## src/common/game_pkg.sv

```systemverilog
// shared game types
// game state, game mode, goal zone

package game_pkg;

    // round flow states
    // SHOOTER only keeps the encoding complete and is never entered
    typedef enum logic [2:0] {
        START   = 3'd0,
        KEEPER  = 3'd1,
        SHOOTER = 3'd2,
        WINNER  = 3'd3,
        LOSER   = 3'd4
    } g_state;

    // solo or multi player
    // multi holds the game at START for now
    typedef enum logic {
        SOLO  = 1'b0,
        MULTI = 1'b1
    } g_mode;

    // goal zones as seen from the keeper
    // code 2'b11 is left unused
    typedef enum logic [1:0] {
        ZONE_LEFT   = 2'd0,
        ZONE_CENTER = 2'd1,
        ZONE_RIGHT  = 2'd2
    } g_zone;

endpackage

```

## src/design/game_state_sel.sv

```systemverilog
// game state and game mode registers
// next state logic for the solo round sequence
// mode latched from solo_enable only at START

module game_state_sel (
    input  logic               clk,
    input  logic               rst,
    input  logic               left_clicked,
    input  logic               right_clicked,
    input  logic               solo_enable,
    input  logic               is_scored,
    input  logic               round_done,
    output game_pkg::g_state   game_state
);

    game_pkg::g_state game_state_nxt;
    game_pkg::g_mode  game_mode;
    game_pkg::g_mode  game_mode_nxt;

    // state and mode registers
    always_ff @(posedge clk) begin
        if (rst) begin
            game_state <= game_pkg::START;
            game_mode  <= game_pkg::MULTI;
        end else begin
            game_state <= game_state_nxt;
            game_mode  <= game_mode_nxt;
        end
    end

    // mode only follows the switch on the start screen
    // so flipping it mid round changes nothing
    always_comb begin
        game_mode_nxt = game_mode;
        if (game_state == game_pkg::START) begin
            if (solo_enable) begin
                game_mode_nxt = game_pkg::SOLO;
            end else begin
                game_mode_nxt = game_pkg::MULTI;
            end
        end
    end

    // solo sequence START -> KEEPER -> WINNER/LOSER -> START
    always_comb begin
        game_state_nxt = game_pkg::START;
        if (game_mode == game_pkg::SOLO) begin
            case (game_state)
                game_pkg::START: begin
                    if (left_clicked) begin
                        game_state_nxt = game_pkg::KEEPER;
                    end
                end
                game_pkg::KEEPER: begin
                    // decision taken in the last keeper cycle
                    if (!round_done) begin
                        game_state_nxt = game_pkg::KEEPER;
                    end else if (is_scored) begin
                        game_state_nxt = game_pkg::LOSER;
                    end else begin
                        game_state_nxt = game_pkg::WINNER;
                    end
                end
                game_pkg::WINNER: begin
                    if (!right_clicked) begin
                        game_state_nxt = game_pkg::WINNER;
                    end
                end
                game_pkg::LOSER: begin
                    if (!right_clicked) begin
                        game_state_nxt = game_pkg::LOSER;
                    end
                end
                // SHOOTER and illegal codes fall back to start
                default: begin
                    game_state_nxt = game_pkg::START;
                end
            endcase
        end
        // multi mode parks at START
    end

    // shooter role is not built so the state must never appear
    a_no_shooter: assert property (
        @(posedge clk) disable iff (rst)
        game_state != game_pkg::SHOOTER
    ) else $error("game_state entered SHOOTER");

endmodule

```

## src/design/round_timer.sv

```systemverilog
// keeper phase timer
// round_start on entry into KEEPER
// round_done in the last of ROUND_CYCLES keeper cycles

module round_timer #(
    parameter int ROUND_CYCLES = 8
) (
    input  logic             clk,
    input  logic             rst,
    input  game_pkg::g_state game_state,
    output logic             round_start,
    output logic             round_done
);

    // counter covers the cycles after the round_start cycle
    localparam int CNT_W = (ROUND_CYCLES > 2) ? $clog2(ROUND_CYCLES) : 1;
    localparam int LOAD  = (ROUND_CYCLES > 1) ? ROUND_CYCLES - 2 : 0;

    game_pkg::g_state   prev_state;
    logic [CNT_W-1:0]   cnt;
    logic               in_keeper;

    assign in_keeper   = (game_state == game_pkg::KEEPER);
    // edge detect on the state
    assign round_start = in_keeper && (prev_state != game_pkg::KEEPER);
    // single cycle round ends right away
    assign round_done  = in_keeper &&
                         (round_start ? (ROUND_CYCLES == 1) : (cnt == '0));

    always_ff @(posedge clk) begin
        if (rst) begin
            prev_state <= game_pkg::START;
            cnt        <= '0;
        end else begin
            prev_state <= game_state;
            if (round_start) begin
                cnt <= CNT_W'(LOAD);
            end else if (in_keeper && (cnt != '0)) begin
                // count down to the last keeper cycle
                cnt <= cnt - 1'b1;
            end
        end
    end

    // the controller must leave KEEPER right after round_done
    a_done_ends_round: assert property (
        @(posedge clk) disable iff (rst)
        round_done |-> in_keeper ##1 (game_state != game_pkg::KEEPER)
    ) else $error("round_done outside KEEPER or round not closed");

endmodule

```

## src/design/shot_sel.sv

```systemverilog
// shot zone generator from an 8-bit LFSR folded to three zones
// dive latch for the first right click of a round
// goal decision from shot and dive

module shot_sel #(
    parameter logic [7:0] LFSR_SEED = 8'h5a
) (
    input  logic             clk,
    input  logic             rst,
    input  logic             round_start,
    input  game_pkg::g_state game_state,
    input  logic             right_clicked,
    input  game_pkg::g_zone  mouse_zone,
    output game_pkg::g_zone  shot_zone,
    output logic             is_scored
);

    logic [7:0]      lfsr;
    logic            lfsr_fb;
    game_pkg::g_zone zone_fold;
    game_pkg::g_zone dive_zone;
    logic            dived;

    // maximal length taps 8 6 5 4
    assign lfsr_fb = lfsr[7] ^ lfsr[5] ^ lfsr[4] ^ lfsr[3];

    // free running and never zero from a nonzero seed
    always_ff @(posedge clk) begin
        if (rst) begin
            lfsr <= LFSR_SEED;
        end else begin
            lfsr <= {lfsr[6:0], lfsr_fb};
        end
    end

    // modulo 3 keeps the unused code out
    assign zone_fold = game_pkg::g_zone'(2'(lfsr % 8'd3));

    // shot zone picked once per round
    always_ff @(posedge clk) begin
        if (rst) begin
            shot_zone <= game_pkg::ZONE_CENTER;
        end else if (round_start) begin
            shot_zone <= zone_fold;
        end
    end

    always_ff @(posedge clk) begin
        if (rst) begin
            dived <= 1'b0;
        end else if (round_start) begin
            // a click on the very first keeper cycle still counts
            dived <= right_clicked;
        end else if ((game_state == game_pkg::KEEPER) && right_clicked) begin
            dived <= 1'b1;
        end
    end

    // dive target from the first click of the round
    always_ff @(posedge clk) begin
        if (round_start || ((game_state == game_pkg::KEEPER) && right_clicked && !dived)) begin
            dive_zone <= mouse_zone;
        end
    end

    // goal unless the keeper went the right way
    assign is_scored = !(dived && (dive_zone == shot_zone));

    // shot zone must never hold the spare code
    a_zone_legal: assert property (
        @(posedge clk) disable iff (rst)
        shot_zone != game_pkg::g_zone'(2'b11)
    ) else $error("shot_zone holds unused code");

endmodule

```

## src/design/score_keeper.sv

```systemverilog
// win and loss counters
// updated on round_done and saturating at all ones

module score_keeper #(
    parameter int SCORE_W = 4
) (
    input  logic               clk,
    input  logic               rst,
    input  logic               round_done,
    input  logic               is_scored,
    output logic [SCORE_W-1:0] wins,
    output logic [SCORE_W-1:0] losses
);

    logic wins_full;
    logic losses_full;

    // counters stop at their max
    assign wins_full   = &wins;
    assign losses_full = &losses;

    always_ff @(posedge clk) begin
        if (rst) begin
            wins   <= '0;
            losses <= '0;
        end else if (round_done) begin
            // goal means the keeper lost
            if (is_scored) begin
                if (!losses_full) begin
                    losses <= losses + 1'b1;
                end
            end else begin
                if (!wins_full) begin
                    wins <= wins + 1'b1;
                end
            end
        end
    end

endmodule

```

## src/design/penalty_top.sv

```systemverilog
// round controller top
// state controller, round timer, shot logic, score counters

module penalty_top #(
    parameter int         ROUND_CYCLES = 8,
    parameter int         SCORE_W      = 4,
    parameter logic [7:0] LFSR_SEED    = 8'h5a
) (
    input  logic               clk,
    input  logic               rst,
    input  logic               left_clicked,
    input  logic               right_clicked,
    input  logic               solo_enable,
    input  game_pkg::g_zone    mouse_zone,
    output game_pkg::g_state   game_state,
    output game_pkg::g_zone    shot_zone,
    output logic [SCORE_W-1:0] wins,
    output logic [SCORE_W-1:0] losses
);

    // pulses between blocks
    logic round_start;
    logic round_done;
    logic is_scored;

    game_state_sel game_state_sel_i (
        .clk           (clk),
        .rst           (rst),
        .left_clicked  (left_clicked),
        .right_clicked (right_clicked),
        .solo_enable   (solo_enable),
        .is_scored     (is_scored),
        .round_done    (round_done),
        .game_state    (game_state)
    );

    round_timer #(
        .ROUND_CYCLES (ROUND_CYCLES)
    ) round_timer_i (
        .clk         (clk),
        .rst         (rst),
        .game_state  (game_state),
        .round_start (round_start),
        .round_done  (round_done)
    );

    shot_sel #(
        .LFSR_SEED (LFSR_SEED)
    ) shot_sel_i (
        .clk           (clk),
        .rst           (rst),
        .round_start   (round_start),
        .game_state    (game_state),
        .right_clicked (right_clicked),
        .mouse_zone    (mouse_zone),
        .shot_zone     (shot_zone),
        .is_scored     (is_scored)
    );

    score_keeper #(
        .SCORE_W (SCORE_W)
    ) score_keeper_i (
        .clk        (clk),
        .rst        (rst),
        .round_done (round_done),
        .is_scored  (is_scored),
        .wins       (wins),
        .losses     (losses)
    );

endmodule

```

## config.mk

```make
export PLATFORM = sky130hd
export DESIGN_NAME = penalty_top
export DESIGN_NICKNAME = d
export VERILOG_FILES = /design/src/common/game_pkg.sv /design/src/design/game_state_sel.sv /design/src/design/round_timer.sv /design/src/design/shot_sel.sv /design/src/design/score_keeper.sv /design/src/design/penalty_top.sv
export SDC_FILE = /design/constraint.sdc
export NUM_CORES = 1
export LEC_CHECK = 0
export BUFFER_PORTS_ARGS = -buffer_cell sky130_fd_sc_hd__clkbuf_2
export CAP_MARGIN = 30
export CORE_MARGIN = 1
export CORE_UTILIZATION = 48
export CTS_BUF_LIST = sky130_fd_sc_hd__clkbuf_8
export CTS_CLUSTER_SIZE = 10
export DETAILED_ROUTE_END_ITERATION = 16
export PLACE_DENSITY_LB_ADDON = 0.12
export SYNTH_ARGS = -nofsm -noshare
export SYNTH_HDL_FRONTEND = slang
export SYNTH_HIERARCHICAL = 1
export SYNTH_SLANG_ARGS = --single-unit
```

## constraint.sdc

```tcl
create_clock -name clk -period 6.5 [get_ports clk]
set_clock_uncertainty 0.15 [all_clocks]
set_input_delay 1.3 -clock clk [delete_from_list [all_inputs] [get_ports clk]]
set_output_delay 1.3 -clock clk [all_outputs]
set_load 0.02 [all_outputs]
```

==> results of run 1 <==
tightest hold or removal path: cells and delay by family (launching register included):
kind             cells  cell delay, ns
AND/OR/NAND/NOR      1            0.07
flip-flops           1            0.32
AO/OA/AOI/OAI        1            0.06
cell usage after synthesis (all sizes together) (2+ instances only):
cell type and instances:
buf 9, xnor2 4, and3b 2, nor3 5, nand3b 4, ha 6, nand3 2, o21a 2
a21oi 9, nand2b 7, nor3b 10, inv 10, a211oi 9, a21o 2, nand2 5, o2bb2ai 2
nor2 10, nor4 2, o21ai 7, dfxtp 29, and3 2, mux2i 3, or3b 2, or2 6
a31oi 6, mux2 2, or3 2, edfxtp 2, xor2 6, nor2b 9
routing by layer:
metal,track usage [%],up-vias
met5,0,-
met3,5.36,2
met4,7.50,0
li1,-,769
met1,22.6,699
met2,31.1,19
stage by stage:
step                cells  instance area, um^2  setup WS [ns]  power, mW  hold WS, ns
detailed placement    257                 1960           2.90      0.294        0.332
floorplan             200                 1870           3.42      0.282        0.301
global placement      257                 1960           3.04      0.291        0.328
CTS                   265                 2050           2.90      0.445        0.344
finish                265                 2050           2.88      0.439        0.345
global route          265                 2050           2.62      0.466        0.369
state kept, by name, indices dropped and copies added (netlist names):
register                     count
score_keeper_i/losses            4
shot_sel_i/shot_zone             2
round_timer_i/prev_state         3
shot_sel_i/dive_zone             2
shot_sel_i/lfsr                  8
game_state_sel_i/game_mode       1
round_timer_i/cnt                3
game_state_sel_i/game_state      3
shot_sel_i/dived                 1
score_keeper_i/wins              4
area by class of cell:
cell class / instances / area share (%)
Multi-Input combinational cell: 149 / 54.8
Sequential cell: 31 / 31.3
Clock inverter: 2 / 0.428
Timing Repair Buffer: 19 / 4.65
Clock buffer: 6 / 4.03
Inverter: 10 / 1.83
Tap cell: 48 / 2.93
cells in the final DEF, fill, tap and decap left out, drive strengths merged, types with 6 or more instances in the layout:
master  count
a211oi      9
a21oi       9
a31oi       6
clkbuf     25
dfxtp      29
ha          6
inv        11
nand2b      7
nor2       10
nor2b       9
nor3b      10
o21ai       7
or2         6
xor2        6
how the worst max path moves through the flow:
stage / endpoint / slack [ns] / cells past startpoint
floorplan: shot_sel_i/shot_zone[1] / 3.42 / 14
global placement: shot_sel_i/shot_zone[1] / 3.04 / 13
detailed placement: shot_sel_i/shot_zone[1] / 2.90 / 13
CTS: shot_sel_i/shot_zone[1] / 2.90 / 13
global route: shot_sel_i/shot_zone[1] / 2.62 / 13
finish: shot_sel_i/shot_zone[1] / 2.88 / 13
cells by family (layout without fill, tap and decap cells):
logic type | after synthesis | count (layout)
buf+inv | 20 | 37
fa+ha+maj | 6 | 6
compound gates | 49 | 49
mux | 5 | 5
flops | 31 | 31
xor+xnor | 10 | 10
simple gates | 79 | 79
power by group through the flow:
stage	combinational [mW]	sequential, mW	clock (mW)
floorplan	0.0738	0.208	0
global placement	0.0747	0.217	0
finish	0.0763	0.214	0.149
detailed placement	0.0766	0.217	0
CTS	0.0770	0.213	0.155
global route	0.0857	0.215	0.166
==> flow_metrics.tcl, run 1 <==
set metrics [dict create \
    crit_buf_inv 0 \
    vias 1489 \
    cts_sinks 31 \
    hp-class "flop to flop" \
    hpwl_um 2440 \
    path_class "flop to flop" \
    power.density_mw_per_mm2 214 \
    route.met3.wl_um 94 \
    slowest_stage "dfxtp_1" \
    worst_setup_path_start_kind "flop" \
    slowest_delay_ns 0.71 \
    die_h_um 64.4 \
    final-hold-violation-count 0 \
    required_ns 6.48 \
    syn_to_final_growth_pct 9.65 \
    seqPwrFrac_pct 48.7 \
    worstRegToRegCells 13 \
    grt_pass1_wl_um 6070 \
    reg2reg_from "shot_sel_i/lfsr[3]" \
    synthMuxAreaShare_pct 2.82 \
    synth_xor_area_share_pct 4.69 \
    grt_overflow 0 \
    p_leak_nw 0.782 \
    synth-simple-area-share_pct 27.9 \
    status "finished, final reports clean" \
    ys_seq_elements 31 \
    critPathLaunch "shot_sel_i/lfsr[3]" \
    drv_slew 0 \
    cts_htree_levels 2 \
    clockPowerShare_pct 33.9 \
    cts_tree "built" \
    start_util_pct 50.6 \
    final.period_utilization_pct 55.6 \
    cts_resized 0 \
    first_pass_iters 4 \
    synth_top_family_by_area "simple AND/OR/NAND/NOR gates" \
    numCtsBuffers 5 \
    p_sw_share_pct 26.7 \
    met2_length_um 1650 \
    wirelength_met1_um 1670 \
    min_from "shot_sel_i/dived" \
    ir_drop_uv 121 \
    synth_area_per_cell_um2 9.33 \
    synth_cells 200 \
    io_buffers 19 \
    top_layer_used "met4" \
    wl_per_cell_um 13.0 \
    pin_count 20 \
    p_comb_share_pct 17.4 \
    crit_arrival_ns 3.60 \
    multi_input_area_mm2 0.00112 \
    antenna_found_initial 0 \
    finalSetupViolCount 0 \
    regArea_um2 641 \
    synth_cell_types 63 \
    r2r_slack_ns 2.88 \
    fmax_ghz 0.276 \
    die_area_mm2 0.00414 \
    rows 22 \
    synth.net_count 213 \
    synth_top_cell_area_share_pct 31.1 \
    cpMostUsedCell "ha_1" \
    ys_seq_area_share_pct 34.3 \
    cpLargestDelayFamily "simple AND/OR/NAND/NOR gates" \
    hold_buffers 0 \
    post-route-util_pct 55.5 \
    yosysWarnings 6 \
    path_cells "and4bb_1 -> o21ai_0 -> a2bb2oi_1 -> or3_4 -> ha_1 -> nor2_1 -> nand4_1 -> o211a_1 -> ha_1 -> or3_1 -> o32ai_4 -> mux2i_1 -> a211oi_2" \
    clockRootBuffer "clkbuf_8" \
    fin_crit_ns 3.62 \
    clk_pin_slew_ns 0.07 \
    synth-edff-count 2 \
    layout-drive-gt1-share_pct 19.4 \
    ant_nets 0 \
    reg2reg_to "shot_sel_i/shot_zone[1]" \
    die_width_um 64.4 \
    grt_max_degree 34 \
    cts_buffer_depth 2 \
    drc 0 \
    vias_per_cell 5.62 \
    worst_slew_margin_rel_pct 56.5 \
    switching_power_mw 0.117 \
    power.internal_mw 0.322 \
    nNetsFinal 229 \
    ys_top_cells_by_area "dfxtp_1 31%, ha_1 4.0%, nor3b_1 4.0%, edfxtp_1 3.2%, nor2b_1 3.0%" \
    grt_use_total_pct 18.7 \
    grt_pass1_vias 1404 \
    grt_setup_unrepaired "false" \
    core_mm2 0.00369 \
    critPathMaxFanout 20 \
    tightest_slew_ns 0.653 \
    wirelength_um 3440 \
    cts_setup_buffers 0 \
    initialDrtViolationCount 145 \
    async_reset_ff_share_pct 0 \
    synth_compound_area_share_pct 20.7 \
    synthFlopType "dfxtp_1" \
    tns_ns 0 \
    synth_top_cell_by_area "dfxtp_1" \
    n_fill_cell 342 \
    syn_area_mm2 0.00187 \
    antenna_cells 0 \
    maxCapViolCount 0 \
    clock_latency_ns 0.28 \
    endpoint_kind "flop" \
    synth_adder_area_share_pct 4.02 \
    gp_congestion 0.922 \
    holdPathStages 2 \
    hold_end "shot_sel_i/dived" \
]
(Power assumes the default switching activity.)
==> run 2, diff against run 1 <==
Clock period 6.5 ns to 3.22 ns, I/O delays scaled along.
==> run 2 against run 1 <==
Compared with the run above:
- critical path depth up 1
- count of clock-buffer cells in the layout down 1
- critical endpoint unchanged
- highest routed layer unchanged
- final cell count up 6.4%
==> flow_metrics.tcl, run 2 (synthesis results as in run 1) <==
set metrics [dict create \
    instances_no_fill 282 \
    cts_sinks 31 \
    seqPwrFrac_pct 45.8 \
    clk_pin_slew_ns 0.07 \
    endpoint "shot_sel_i/shot_zone[1]" \
    required_ns 3.21 \
    grt_pass1_vias 1532 \
    clock_latency_ns 0.28 \
    grt_setup_unrepaired "true" \
    dp_cells 271 \
    worst_slew_margin_rel_pct 56.9 \
    top_regs "shot_sel_i/lfsr: 8 flops, score_keeper_i/losses: 4 flops, score_keeper_i/wins: 4 flops" \
    critPathLaunch "shot_sel_i/lfsr[3]" \
    worst_setup_path_start_kind "flop" \
    largest-register "shot_sel_i/lfsr" \
    worstRegToRegCells 14 \
    endpoint_kind "flop" \
    fmax_ghz 0.321 \
    rows 22 \
    status "finished, final reports clean" \
    vias 1593 \
    gp_congestion 0.797 \
    grt_pass1_wl_um 6770 \
    cts_htree_levels 2 \
    core_mm2 0.00369 \
    tightest_slew_ns 0.646 \
    start_util_pct 50.6 \
    cts_tree "built" \
    grt_max_degree 34 \
    numCtsBuffers 5 \
    drc 0 \
    reg2reg_to "shot_sel_i/shot_zone[1]" \
    cts_buffer_depth 2 \
    p_comb_share_pct 24.3 \
    clockRootBuffer "clkbuf_8" \
    path_cells "buf_6 -> nor3b_2 -> a21oi_2 -> a211oi_2 -> or3_4 -> ha_4 -> nor2_4 -> nand4_1 -> o211a_1 -> ha_2 -> or3_4 -> o32ai_4 -> mux2i_1 -> a211oi_2" \
    critPathMaxFanout 5 \
    final-hold-violation-count 0 \
    post-route-util_pct 61.5 \
    pin_count 20 \
    first_pass_iters 4 \
    die_area_mm2 0.00414 \
    crit_buf_inv 1 \
    clockPowerShare_pct 29.9 \
    final.period_utilization_pct 96.8 \
    syn_to_final_growth_pct 21.6 \
    layout-drive-gt1-share_pct 32.9 \
    switching_power_mw 0.263 \
    grt_use_total_pct 21.1 \
    initialDrtViolationCount 86 \
    antenna_found_initial 0 \
    finalSetupViolCount 0 \
    io_buffers 19 \
    power.density_mw_per_mm2 410 \
    largest_register_ffs 8 \
    antenna_cells 0 \
    p_sw_share_pct 28.2 \
    hp-class "flop to flop" \
    wl_per_cell_um 14.4 \
    slowest_delay_ns 0.41 \
    drv_slew 0 \
    maxCapViolCount 0 \
    path_class "flop to flop" \
    fin_crit_ns 3.12 \
    wirelength_um 4060 \
    r2r_slack_ns 0.10 \
    p_leak_nw 0.870 \
    cpLargestDelayFamily "simple AND/OR/NAND/NOR gates" \
    ir_drop_uv 252 \
    die_h_um 64.4 \
    slowest_stage "or3_4" \
    grt_overflow 0 \
    die_width_um 64.4 \
    nNetsFinal 246 \
    power.internal_mw 0.668 \
    n_fill_cell 334 \
    layout_commonest_cell "dfxtp_1" \
    ant_nets 0 \
    holdPathStages 1 \
    crit_cells 14 \
    crit_arrival_ns 3.10 \
    reg2reg_from "shot_sel_i/lfsr[3]" \
    final_cell_mix "23 x dfxtp_1, 19 x clkbuf_2, 14 x buf_4" \
    hpwl_um 2880 \
    vias_per_cell 5.65 \
]
[run 2: cell types whose count changed in the layout (fill, tap and decap cells not counted), moves of 3 or more]
cell	change
buf_4	+14
buf_6	+3
dfxtp_1	-6
dfxtp_2	+3
dfxtp_4	+3
[run 2: final cells by class]
| class | instances | area, um^2 | area share [%] |
|---|---|---|---|
| Clock inverter | 3 | 11.3 | 0.496 |
| Timing Repair Buffer | 36 | 234 | 10.3 |
| Clock buffer | 5 | 68.8 | 3.03 |
| Multi-Input combinational cell | 149 | 1200 | 53.0 |
| Inverter | 10 | 37.5 | 1.65 |
| Sequential cell | 31 | 656 | 28.9 |
| Tap cell | 48 | 60.1 | 2.65 |
[run 2: power groups by stage]
stage	clock network, mW	registers, mW	logic [mW]
after floorplan	0	0.421	0.149
after global placement	0	0.429	0.185
after detailed placement	0	0.431	0.192
after CTS	0.286	0.425	0.209
after global routing	0.305	0.429	0.247
final	0.278	0.427	0.226
[run 2: stage by stage]
| stage | hold WS (ns) | area [um^2] | worst slack (ns) | setup TNS [ns] | total power [mW] |
|---|---|---|---|---|---|
| after floorplan | 0.301 | 1870 | 0.136 | 0 | 0.570 |
| after global placement | 0.325 | 2060 | -0.0487 | -0.0487 | 0.614 |
| after detailed placement | 0.337 | 2060 | -0.158 | -0.223 | 0.623 |
| after CTS | 0.345 | 2210 | 0.000655 | 0 | 0.919 |
| after global routing | 0.359 | 2270 | -0.0366 | -0.0366 | 0.981 |
| final | 0.343 | 2270 | 0.104 | 0 | 0.931 |
[run 2: timing repair]
item                       CTS  global route
cloned                       1             0
gates resized for setup     17            15
setup endpoints to repair    2             2
setup buffers                1             1
pin swaps                    7            12
hold buffers                 0             0
[run 2: layer usage]
layer	wire length (um)	share of wire, %	GRT usage [%]	vias up
met1	1850	46	26.1	767
met3	115	2.8	3.75	2
li1	-	-	-	802
met4	22	0.54	6.39	0
met2	2060	51	37.0	22
met5	0	0	0	-
[run 2: worst min-delay path by stage]
stage                                          start                        endpoint  slack [ns]
after floorplan           game_state_sel_i/game_mode  game_state_sel_i/game_state[1]        0.30
after global placement              shot_sel_i/dived                shot_sel_i/dived        0.33
after detailed placement            shot_sel_i/dived                shot_sel_i/dived        0.34
after CTS                         shot_sel_i/lfsr[6]              shot_sel_i/lfsr[7]        0.35
after global routing              shot_sel_i/lfsr[6]              shot_sel_i/lfsr[7]        0.36
final                             shot_sel_i/lfsr[6]              shot_sel_i/lfsr[7]        0.34
